[src/hw/aes_enc_pkg.sv]
package aes_enc_pkg;

    // Byte and block geometry
    localparam int BYTE_W      = 8;
    localparam int BLOCK_BYTES = 16;
    localparam int BLOCK_W     = BLOCK_BYTES * BYTE_W;

    // State is column-major, four rows per column
    localparam int NUM_ROWS    = 4;
    localparam int NUM_COLS    = BLOCK_BYTES / NUM_ROWS;

    // AES-256 runs 14 full rounds, key addresses 0 to 14
    localparam int NUM_ROUNDS  = 14;
    localparam int CNT_W       = 4;

    typedef logic [BYTE_W-1:0]  byte_t;
    typedef logic [BLOCK_W-1:0] block_t;
    // Byte 4c+r holds row r of column c
    typedef byte_t [BLOCK_BYTES-1:0] state_t;
    typedef logic [BLOCK_W-1:0] round_key_t;
    typedef logic [CNT_W-1:0]   key_addr_t;
    typedef logic [CNT_W-1:0]   round_t;
    typedef logic [CNT_W-1:0]   byte_cnt_t;

    // Round controller states
    typedef enum logic [3:0] {
        idle,
        add_key,
        load_sub,
        sub_bytes,
        sub_wait,
        shift,
        mix,
        end_round,
        finish
    } enc_state_e;

endpackage

[src/hw/aes256_enc.sv]
module aes256_enc (
    input  logic                    clk,
    input  logic                    resetn,
    input  logic                    start,
    input  aes_enc_pkg::block_t     din,
    input  aes_enc_pkg::round_key_t round_key,
    output aes_enc_pkg::key_addr_t  key_addr,
    output aes_enc_pkg::block_t     dout,
    output logic                    done
);

    import aes_enc_pkg::*;

    enc_state_e state_q;
    enc_state_e state_d;
    round_t     round;
    byte_cnt_t  sub_cnt;

    // Datapath
    state_t din_state;
    state_t key_state;
    state_t in_state;
    state_t ark_in;
    state_t ark_out;
    state_t ark_reg;
    state_t sr_state;
    state_t mc_state;
    byte_t  ser_byte;
    byte_t  sbox_byte;

    // Strobes toward the round blocks
    logic load;
    logic step;
    logic step_d;
    logic shift_en;
    logic capture;
    logic bypass;

    // Block and key bytes, byte i from bits 8i+7:8i
    always_comb
    begin
        for (int i = 0; i < BLOCK_BYTES; i++)
        begin
            din_state[i] = din[BYTE_W*i +: BYTE_W];
            key_state[i] = round_key[BYTE_W*i +: BYTE_W];
        end
    end

    always_ff @(posedge clk or negedge resetn)
    begin
        if (!resetn)
            state_q <= idle;
        else
            state_q <= state_d;
    end

    always_comb
    begin
        state_d = state_q;
        case (state_q)
            idle:
                if (start)
                    state_d = add_key;
            add_key:   state_d = load_sub;
            load_sub:  state_d = sub_bytes;
            // One S-box lookup per cycle
            sub_bytes:
                if (sub_cnt == byte_cnt_t'(BLOCK_BYTES - 1))
                    state_d = sub_wait;
            // Last ROM byte still in flight
            sub_wait:  state_d = shift;
            shift:     state_d = mix;
            mix:       state_d = end_round;
            end_round: state_d = (round == round_t'(NUM_ROUNDS)) ? finish : add_key;
            finish:    state_d = idle;
            default:   state_d = idle;
        endcase
    end

    assign load     = (state_q == load_sub);
    assign step     = (state_q == sub_bytes);
    assign shift_en = (state_q == shift);
    assign capture  = (state_q == mix);
    // No MixColumns in round 14
    assign bypass   = (round == round_t'(NUM_ROUNDS));

    always_ff @(posedge clk or negedge resetn)
    begin
        if (!resetn)
        begin
            sub_cnt  <= '0;
            step_d   <= 1'b0;
            round    <= '0;
            key_addr <= '0;
        end
        else
        begin
            // Matches the S-box latency
            step_d <= step;
            if (state_q == sub_bytes)
                sub_cnt <= sub_cnt + 1'b1;
            else
                sub_cnt <= '0;
            // Round counts passes, key address counts finished rounds
            if (state_q == idle)
            begin
                round    <= '0;
                key_addr <= '0;
            end
            else
            begin
                if (state_q == add_key)
                    round <= round + 1'b1;
                if (state_q == end_round)
                    key_addr <= key_addr + 1'b1;
            end
        end
    end

    // Plaintext only taken when idle
    always_ff @(posedge clk)
    begin
        if (state_q == idle && start)
            in_state <= din_state;
    end

    // AddRoundKey, first key on the plaintext, then on the loopback
    assign ark_in  = (round == '0) ? in_state : mc_state;
    assign ark_out = ark_in ^ key_state;

    always_ff @(posedge clk)
    begin
        if (state_q == add_key)
            ark_reg <= ark_out;
    end

    // Final key 14 goes straight to the output
    always_ff @(posedge clk or negedge resetn)
    begin
        if (!resetn)
        begin
            dout <= '0;
            done <= 1'b0;
        end
        else
        begin
            done <= (state_q == finish);
            if (state_q == finish)
            begin
                for (int i = 0; i < BLOCK_BYTES; i++)
                    dout[BYTE_W*i +: BYTE_W] <= ark_out[i];
            end
        end
    end

    aes_byte_serializer u_serializer (
        .clk      (clk),
        .resetn   (resetn),
        .load     (load),
        .state    (ark_reg),
        .step     (step),
        .byte_out (ser_byte)
    );

    aes_sbox_rom u_sbox (
        .clk    (clk),
        .resetn (resetn),
        .addr   (ser_byte),
        .data   (sbox_byte)
    );

    aes_shift_rows u_shift_rows (
        .clk        (clk),
        .resetn     (resetn),
        .byte_valid (step_d),
        .sub_byte   (sbox_byte),
        .shift_en   (shift_en),
        .state      (sr_state)
    );

    aes_mix_columns u_mix_columns (
        .clk      (clk),
        .resetn   (resetn),
        .capture  (capture),
        .bypass   (bypass),
        .state_in (sr_state),
        .state    (mc_state)
    );

endmodule

[src/hw/aes_byte_serializer.sv]
module aes_byte_serializer (
    input  logic                clk,
    input  logic                resetn,
    input  logic                load,
    input  aes_enc_pkg::state_t state,
    input  logic                step,
    output aes_enc_pkg::byte_t  byte_out
);

    import aes_enc_pkg::*;

    state_t    hold_q;
    byte_cnt_t ptr;

    // Snapshot of the round state
    always_ff @(posedge clk)
    begin
        if (load)
            hold_q <= state;
    end

    // Read pointer, restarts at byte 0 on every load
    always_ff @(posedge clk or negedge resetn)
    begin
        if (!resetn)
            ptr <= '0;
        else if (load)
            ptr <= '0;
        else if (step)
            ptr <= ptr + 1'b1;
    end

    // Current byte goes straight to the S-box address
    assign byte_out = hold_q[ptr];

endmodule

[src/hw/aes_mix_columns.sv]
module aes_mix_columns (
    input  logic                clk,
    input  logic                resetn,
    input  logic                capture,
    input  logic                bypass,
    input  aes_enc_pkg::state_t state_in,
    output aes_enc_pkg::state_t state
);

    import aes_enc_pkg::*;

    state_t mixed;

    // Multiply by 2 in GF(2^8), reduction polynomial 0x11b
    function automatic byte_t xtime(input byte_t b);
        return {b[6:0], 1'b0} ^ (b[7] ? 8'h1b : 8'h00);
    endfunction

    // One output byte, 2*a0 ^ 3*a1 ^ a2 ^ a3
    function automatic byte_t mix_byte(
        input byte_t a0,
        input byte_t a1,
        input byte_t a2,
        input byte_t a3
    );
        return xtime(a0) ^ xtime(a1) ^ a1 ^ a2 ^ a3;
    endfunction

    // Each row uses the column rotated so that its own byte comes first
    always_comb
    begin
        for (int c = 0; c < NUM_COLS; c++)
        begin
            for (int r = 0; r < NUM_ROWS; r++)
            begin
                mixed[NUM_ROWS*c + r] = mix_byte(
                    state_in[NUM_ROWS*c + r],
                    state_in[NUM_ROWS*c + (r + 1) % NUM_ROWS],
                    state_in[NUM_ROWS*c + (r + 2) % NUM_ROWS],
                    state_in[NUM_ROWS*c + (r + 3) % NUM_ROWS]
                );
            end
        end
    end

    // Loopback register, last round skips the mix
    always_ff @(posedge clk or negedge resetn)
    begin
        if (!resetn)
        begin
            state <= '0;
        end
        else if (capture)
        begin
            state <= bypass ? state_in : mixed;
        end
    end

endmodule

[src/hw/aes_sbox_rom.sv]
module aes_sbox_rom (
    input  logic               clk,
    input  logic               resetn,
    input  aes_enc_pkg::byte_t addr,
    output aes_enc_pkg::byte_t data
);

    import aes_enc_pkg::*;

    // One S-box row of 16 entries, entry 0 in the top byte
    logic [BLOCK_W-1:0] row;

    // Row picked by the high nibble
    always_comb
    begin
        case (addr[7:4])
            4'h0: row = 128'h637c777bf26b6fc53001672bfed7ab76;
            4'h1: row = 128'hca82c97dfa5947f0add4a2af9ca472c0;
            4'h2: row = 128'hb7fd9326363ff7cc34a5e5f171d83115;
            4'h3: row = 128'h04c723c31896059a071280e2eb27b275;
            4'h4: row = 128'h09832c1a1b6e5aa0523bd6b329e32f84;
            4'h5: row = 128'h53d100ed20fcb15b6acbbe394a4c58cf;
            4'h6: row = 128'hd0efaafb434d338545f9027f503c9fa8;
            4'h7: row = 128'h51a3408f929d38f5bcb6da2110fff3d2;
            4'h8: row = 128'hcd0c13ec5f974417c4a77e3d645d1973;
            4'h9: row = 128'h60814fdc222a908846eeb814de5e0bdb;
            4'ha: row = 128'he0323a0a4906245cc2d3ac629195e479;
            4'hb: row = 128'he7c8376d8dd54ea96c56f4ea657aae08;
            4'hc: row = 128'hba78252e1ca6b4c6e8dd741f4bbd8b8a;
            4'hd: row = 128'h703eb5664803f60e613557b986c11d9e;
            4'he: row = 128'he1f8981169d98e949b1e87e9ce5528df;
            default: row = 128'h8ca1890dbfe6426841992d0fb054bb16;
        endcase
    end

    // Low nibble selects the column, result one cycle later
    always_ff @(posedge clk or negedge resetn)
    begin
        if (!resetn)
        begin
            data <= '0;
        end
        else
        begin
            data <= row[BYTE_W*(BLOCK_BYTES-1-addr[3:0]) +: BYTE_W];
        end
    end

endmodule

[src/hw/aes_shift_rows.sv]
module aes_shift_rows (
    input  logic                clk,
    input  logic                resetn,
    input  logic                byte_valid,
    input  aes_enc_pkg::byte_t  sub_byte,
    input  logic                shift_en,
    output aes_enc_pkg::state_t state
);

    import aes_enc_pkg::*;

    state_t    gather;
    state_t    shifted;
    byte_cnt_t wr_idx;

    // Substituted bytes arrive in index order
    always_ff @(posedge clk)
    begin
        if (byte_valid)
            gather[wr_idx] <= sub_byte;
    end

    // Write index wraps after 16 bytes
    always_ff @(posedge clk or negedge resetn)
    begin
        if (!resetn)
            wr_idx <= '0;
        else if (byte_valid)
            wr_idx <= wr_idx + 1'b1;
    end

    // Row r rotated left by r columns
    always_comb
    begin
        for (int c = 0; c < NUM_COLS; c++)
        begin
            for (int r = 0; r < NUM_ROWS; r++)
                shifted[NUM_ROWS*c + r] = gather[NUM_ROWS*((c + r) % NUM_COLS) + r];
        end
    end

    always_ff @(posedge clk)
    begin
        if (shift_en)
            state <= shifted;
    end

endmodule

[config.mk]
export PLATFORM = sky130hd
export DESIGN_NAME = aes256_enc
export DESIGN_NICKNAME = d
export VERILOG_FILES = /design/src/hw/aes_enc_pkg.sv /design/src/hw/aes256_enc.sv /design/src/hw/aes_byte_serializer.sv /design/src/hw/aes_mix_columns.sv /design/src/hw/aes_sbox_rom.sv /design/src/hw/aes_shift_rows.sv
export SDC_FILE = /design/constraint.sdc
export NUM_CORES = 1
export LEC_CHECK = 0
export ABC_AREA = 1
export BUFFER_PORTS_ARGS = -buffer_cell sky130_fd_sc_hd__buf_4
export CAP_MARGIN = 20
export CORE_UTILIZATION = 33
export CTS_CLUSTER_DIAMETER = 200
export DETAILED_ROUTE_END_ITERATION = 6
export PLACE_DENSITY_LB_ADDON = 0.08
export SYNTH_ARGS = -nofsm -noshare
export SYNTH_HDL_FRONTEND = slang
export SYNTH_SLANG_ARGS = --single-unit
[constraint.sdc]
create_clock -name clk -period 32.3 [get_ports clk]
set_clock_uncertainty 0.2 [all_clocks]
set_input_delay 9.69 -clock clk [delete_from_list [all_inputs] [get_ports clk]]
set_output_delay 9.69 -clock clk [all_outputs]
set_load 0.01 [all_outputs]
# == After elaboration in Yosys (flattened, before gate mapping) ==
# Memories as Yosys holds them, arrays and structs flattened.
# Cells that the tools add are included.
# classes
addsub,6
n_lt_le_gt_ge,3
n_eq_ne,12
shift,1
muxes,34
bitwise_logic,81
n_reduce_logical,8
# op_table
op,count
$xor 8x8->8,80
$mux 128,2
$bwmux 128,1
$shiftx 128x33->8,1
$xor 128x128->128,1
$mux 5,16
$mux 4,10
$bmux 8 s4,1
$demux 8 s4,1
$pmux 4 s8,1
$add 4x1->4 const B,5
$eq 4x3->1 const B,4
$mux 8,2
$eq 4x4->1 const B,3
$lt 4x5->1 const B,2
$eq 4x2->1 const B,2
$logic_not 4->1,2
$reduce_bool 2->1,3
$sub 4x4->5 const A,1
$eq 4x1->1 const B,1
$ge 4x1->1 const B,1
$logic_and 1x1->1,2
$ne 2x1->1 const B,1
$ne 2x2->1 const B,1
$reduce_and 2->1,1
# word_totals
regBits,930
romBits,2048
output_inout_bits,133
n_memories,1
# memory_table
name,depth,width,rd,rd_clocked_by_memory_dff,write_ports,line,rtl
(name not given),16,128,1,0,0,aes_sbox_rom.sv:16,case (addr[7:4])

# == Longest topological paths before layout ==
# Gate-level depths: netlist of run 1.
# logic_depth
word_depth,7
depth_mapped,23
mapped_depth_nobuf,21

# == Cells and area by module ==
# Synthesis of run 1 repeated with hierarchy kept, for this count alone.
# hier_totals
cells_unflattened,5871
hier_area_um2,49236.0
# by_module_without_submodules
module,instances,cells_per_inst,area_per_inst_um2,seq_area_each_um2
aes256_enc,1,2270,19685.1,11340.9
aes_mix_columns,1,2117,12474.5,3203.1
aes_shift_rows,1,303,8008.9,7787.5
aes_byte_serializer,1,535,5636.7,3943.8
aes_sbox_rom,1,646,3430.8,200.2

# == Worst setup path before layout of run 1 ==
# No wires, ideal clock.
# synth_timing
path_type,in2reg
from,input start
to,"register in_state[0] (netlist name), enable pin"
setup_time_ns,0.617
t_arrival_ns,15.001
required_ns,31.483
path_slack_ns,16.482
stages,2
cell_sequence,inv_1 nor2_1
# synth_between
elab_chain_cells,1
# synth_rtl
element,line,rtl
from (decl),aes256_enc.sv:4,"input logic start,"
$logic_and 1x1->1,aes256_enc.sv:123,if (state_q == idle && start)
to (signal assigned),aes256_enc.sv:124,in_state <= din_state;
to (decl),aes256_enc.sv:22,state_t in_state;
# Every way passes these cells.
# A chain may end at the register's enable or synchronous reset.

# == Final worst setup path of run 1 ==
# layout_timing
from,input start
to,"register in_state[63] (netlist name), enable pin"
# The elaborated chain is that of the path after synthesis.

==> results of run 1 <==
## power breakdown
part / leakage (nW) / switching, W / internal (W)
Clock: 1.75 / 0.000500 / 0.000737
Sequential: 9.47 / 0 / 0.00127
Combinational: 9.69 / 0.0000252 / 0.0000256
## metal layers
metal | GRT usage, % | wire length (µm) | share of wire [%]
met4 | 5.98 | 3050 | 2.2
met1 | 31.8 | 68500 | 48
met5 | 0 | 21 | 0.015
met3 | 5.60 | 9950 | 7.0
met2 | 30.6 | 60200 | 42
## synthesized netlist by cell type, drive strengths merged, types with 3 or more instances
cell type / instances
a221oi: 4
nand3: 274
ha: 27
clkbuf: 132
nand3b: 3
or2: 4
mux2: 128
a21oi: 61
o22ai: 9
edfxtp: 640
xnor2: 344
dfrtp: 290
nor3: 8
buf: 80
nand4: 6
xor2: 210
and2: 3
nand2: 722
o21ai: 304
o221ai: 32
inv: 247
clkinv: 3
nor2: 111
o211ai: 82
## cell families after synthesis
group / count (synthesis) / synth area share [%]
muxes: 128 / 3.39
DFF: 930 / 62.2
adders and majority gates: 27 / 0.794
buffers and inverters: 462 / 4.46
AOI/OAI and AO/OA: 499 / 6.75
and+or+nand+nor: 1133 / 11.0
xor gates and xnor gates: 554 / 11.4
## cell type report
cell class	count	area, µm²	area share (%)
well taps	1662	2080	4.10
multi-input cells	2341	14300	28.1
clock inverters	55	724	1.43
flip-flops and latches	930	26500	52.2
clock buffers	140	2860	5.64
repair buffers	439	3350	6.60
diodes	10	25.0	0.0493
inverters	250	938	1.85
## worst paths after layout
path                                                            end                               from  cells after the start
min in group asynchronous       u_mix_columns.state[10]$_DFFE_PN0P_                             resetn                      1
worst min-delay path               u_shift_rows.state[13]$_DFFE_PP_  u_shift_rows.gather[45]$_DFFE_PP_                      0
worst max register to register             u_sbox.data[5]$_DFF_PN0_    u_serializer.ptr[0]$_DFFE_PN0P_                     15
max in group asynchronous           u_serializer.ptr[0]$_DFFE_PN0P_                             resetn                      3
worst max-delay path                         in_state[63]$_DFFE_PP_                              start                      5
worst min register to register     u_shift_rows.state[13]$_DFFE_PP_  u_shift_rows.gather[45]$_DFFE_PP_                      0
## stage by stage
stage                     hold WS (ns)  util, %  power (W)  area, µm²
after CTS                        0.208     39.7    0.00259      50600
after floorplan                  0.200        -    0.00130      42600
after global placement           0.201     36.8    0.00134      47000
after detailed placement         0.205     36.9    0.00134      47100
after global routing             0.216     39.7    0.00264      50700
final                            0.204     39.7    0.00256      50700
==> flow_summary.ini, run 1 <==
[synth]
ys_seq_elements = 930
netlist_area_um2 = 42600
syn_area_per_cell_um2 = 11.4
syn_nets = 4019
async_flop_share_pct = 31.2
yosysWarnings = 0
netlist.area_leader.share_pct = 45.1
synth_cells = 3733
ys_seq_area_share_pct = 62.2
synth_ff_type = edfxtp_1
yosysTopAreaCell = edfxtp_1
synth.top_cells.by_area = edfxtp_1 (45%), dfrtp_1 (17%), xnor2_1 (7.1%), nand2_1 (6.3%), xor2_1 (4.3%)
ys_types = 39
synth-edff-count = 640

[clock_tree]
clockBufferDepth = 3
clkTransAtPathRegs_ns = 0.06
cts.sinks = 930
insertion_delay_ns = 0.72
root_buffer = clkbuf_16
cts_tree = built
htree_levels = 3
post-cts-setup-buffer-count = 0
cts_resized = 0
cts_hold_buffers = 0
cts_inserted_buffers = 103

[floorplan]
die_w_um = 361
placement_rows = 131
die_area_um2 = 130000
die_y_um = 361
core_um2 = 128000
io-pin-count = 392
start_util_pct = 33.3

[placed_design]
gp_congestion = 0.956
port_buffers = 391
place_inst = 5616
dp_slack_ns = 20.00
hpwl_um = 101000

[timing]
rsz0062_at_grt = no
hold_viol_final = 0
finalCriticalPeriod_ns = 11.51
fmax_ghz = 0.0869
tightest_slew_ns = 1.22
finalSetupTns_ns = 0
slew_viol_final = 0
setup_ws_ns = 20.79
period_share_pct = 35.6
setup_viol = 0
max_slew_margin_pct = 18.3

[drt]
drc = 0
drt-total-wl_um = 142000
vias = 28400
drtIter0Drc = 2584
detail_route.wl_per_cell_um = 24.3
dr.pass1.iters = 6
drtAntennaViolNets = 0
vias_per_cell = 4.88

[global_routing]
antenna_found_initial = 17
grt-ovfl-total = 0
grt_usage_pct = 21.5
grt_pass1_wl_um = 202000
grt_pass1_vias = 27600
grt_max_degree = 165

[finish]
final_nets = 4351
final_common_cell = nand2_1
drive_gt1_share_pct = 18.2
final_cell_mix = nand2_1 (712), edfxtp_1 (640), buf_4 (431)
area_growth_pct = 19.1
nFillCells = 12500
stdcell_count = 5827

[worst_setup_path]
path_class = in2reg
end_kind = flop
crit_chain = buf_4 -> inv_1 -> nor2_4 -> buf_4 -> buf_4
crit_family = buffers and inverters
worst-path-max-fanout = 66
worstPathArrival_ns = 11.65
cpPeakStageDelay_ns = 0.87
r2r_setup_slack_ns = 26.67
worst_setup_path_start_kind = input port
timing.critical_path.buf_inv = 4
crit_slowest_cell = buf_4
crit_required_ns = 32.44
cpMostUsedCell = buf_4

[flow_run]
cap_viol_max_count = 0

[min_path]
hp-class = reg2reg

[outcome]
status = completed

[power_and_ir_drop]
leakage_nw = 20.9
p_per_area_nw_per_um2 = 50.4
vdd_drop_max_uv = 43.3
No activity file was read; power rests on OpenSTA's default activity.
==> run 2: changes to the inputs <==
- clock period: 32.3 -> 10.15 ns (I/O delays scaled with it)
==> flow_summary.ini, run 2 (synthesized netlist as in run 1, its figures left out) <==
[outcome]
status = completed

[worst_setup_path]
crit_required_ns = 10.54
worst_setup_path_start_kind = flop
worstPathArrival_ns = 5.40
path_class = reg2reg
end_kind = flop
worst-path-max-fanout = 47

[clock_tree]
htree_levels = 3
cts_inserted_buffers = 104
clkTransAtPathRegs_ns = 0.06
cts.sinks = 930
root_buffer = clkbuf_16
clockBufferDepth = 3
cts_hold_buffers = 0
cts_tree = built
insertion_delay_ns = 0.73
cts_resized = 0
post-cts-setup-buffer-count = 0

[placed_design]
placed_cell_area_um2 = 47100
gp_congestion = 0.958
hpwl_um = 104000
port_buffers = 391
place_inst = 5613

[global_routing]
grt_max_degree = 168
antenna_found_initial = 8
grt_pass1_wl_um = 207000
grt_usage_pct = 22.0
grt-ovfl-total = 0
grt_pass1_vias = 27900

[timing]
whs_ns = 0.210
hold_viol_final = 0
max_slew_margin_pct = 13.6
slew_viol_final = 0
rsz0062_at_grt = no
tightest_slew_ns = 1.29
setup_viol = 0
finalCriticalPeriod_ns = 5.01
fmax_ghz = 0.200
period_share_pct = 49.3

[power_and_ir_drop]
internal_power_w = 0.00641
vdd_drop_max_uv = 121
p_total_w = 0.00810
leakage_nw = 20.9
combPwrFrac_pct = 2.0
p_sw_share_pct = 20.9
switching_power_w = 0.00169
clkPwrFrac_pct = 48.1
seq_power_share_pct = 49.8
p_per_area_nw_per_um2 = 160

[drt]
drt-total-wl_um = 146000
vias = 28600
dr.pass1.iters = 6
drtIter0Drc = 2811
detail_route.wl_per_cell_um = 25.1
drc = 0
drtAntennaViolNets = 0
vias_per_cell = 4.91

[floorplan]
placement_rows = 131
die_y_um = 361
die_area_um2 = 130000
start_util_pct = 33.3
die_w_um = 361
io-pin-count = 392
core_um2 = 128000

[finish]
stdcell_count = 5814
area_growth_pct = 19.0
final_cell_mix = nand2_1 (712), edfxtp_1 (640), buf_4 (422)
final_common_cell = nand2_1
drive_gt1_share_pct = 18.4
final_nets = 4344
fin_area_um2 = 50700
nFillCells = 12500

[min_path]
hp-class = reg2reg

[flow_run]
cap_viol_max_count = 0
run 2: cell count changes in the layout (fill, tap and decap cells not counted), moves of 3 or more:
cell | previous run | this run
clkbuf_1 | 24 | 13
clkbuf_8 | 12 | 7
buf_4 | 431 | 422
clkbuf_16 | 104 | 107
clkinv_2 | 15 | 26
clkinvlp_4 | 2 | 7
buf_12 | 3 | 6
inv_16 | 4 | 0
diode_2 | 10 | 2
clkinv_1 | 16 | 19
run 2: area by class of cell:
class	count	area [µm²]	share of cell area, %
flip-flops and latches	930	26500	52.3
repair buffers	431	3340	6.60
well taps	1662	2080	4.10
inverters	250	938	1.85
clock inverters	71	729	1.44
multi-input cells	2341	14300	28.2
diodes	2	5.00	0.00988
clock buffers	127	2820	5.57
run 2: worst paths after layout:
path	slack, ns	to	cells after the start	from
worst max register to register	5.14	u_sbox.data[3]$_DFF_PN0_	18	u_serializer.ptr[0]$_DFFE_PN0P_
worst min-delay path	0.21	u_shift_rows.state[10]$_DFFE_PP_	0	u_shift_rows.gather[42]$_DFFE_PP_
max in group asynchronous	6.22	dout[124]$_DFFE_PN0P_	2	resetn
worst min register to register	0.21	u_shift_rows.state[10]$_DFFE_PP_	0	u_shift_rows.gather[42]$_DFFE_PP_
min in group asynchronous	2.08	sub_cnt[2]$_DFF_PN0_	1	resetn
worst max-delay path	5.14	u_sbox.data[3]$_DFF_PN0_	18	u_serializer.ptr[0]$_DFFE_PN0P_
run 2: per-stage QoR:
stage,worst slack (ns),util [%],TNS (ns)
global route,4.88,39.7,0
floorplan,-0.120,-,-30.13
CTS,5.28,39.7,0
finish,5.14,39.7,0
detailed placement,5.18,36.9,0
global placement,5.19,36.9,0
run 2: power groups by stage:
stage,clock network [W],logic (W),registers [W]
final,0.00390,0.000165,0.00404
after global routing,0.00414,0.000178,0.00403
after detailed placement,0,0.000168,0.00411
after CTS,0.00401,0.000169,0.00404
after global placement,0,0.000169,0.00411
after floorplan,0,0.0000250,0.00411
run 2: critical path: stages, from the launching register on:
cell     delay (ns)
dfrtp_2        0.57
inv_2          0.33
buf_4          0.52
nand2_1        0.10
nand3_1        0.09
nand3_1        0.08
nand3_1        0.22
nand2_2        0.31
inv_2          0.33
ha_1           0.24
nand3_1        0.63
nand2_1        0.39
o21ai_0        0.12
nor2_1         0.13
nand2_1        0.14
nand2_1        0.09
nand2_1        0.05
nand3_1        0.19
nand2_1        0.08
run 2: per-layer routing:
metal  up-vias  wire length, µm  GRT usage, %
met4         2             2350          4.86
met5         -                7             0
met1     14200            72200          34.0
li1      13300                -             -
met3       152             8600          3.50
met2       875            62500          32.0
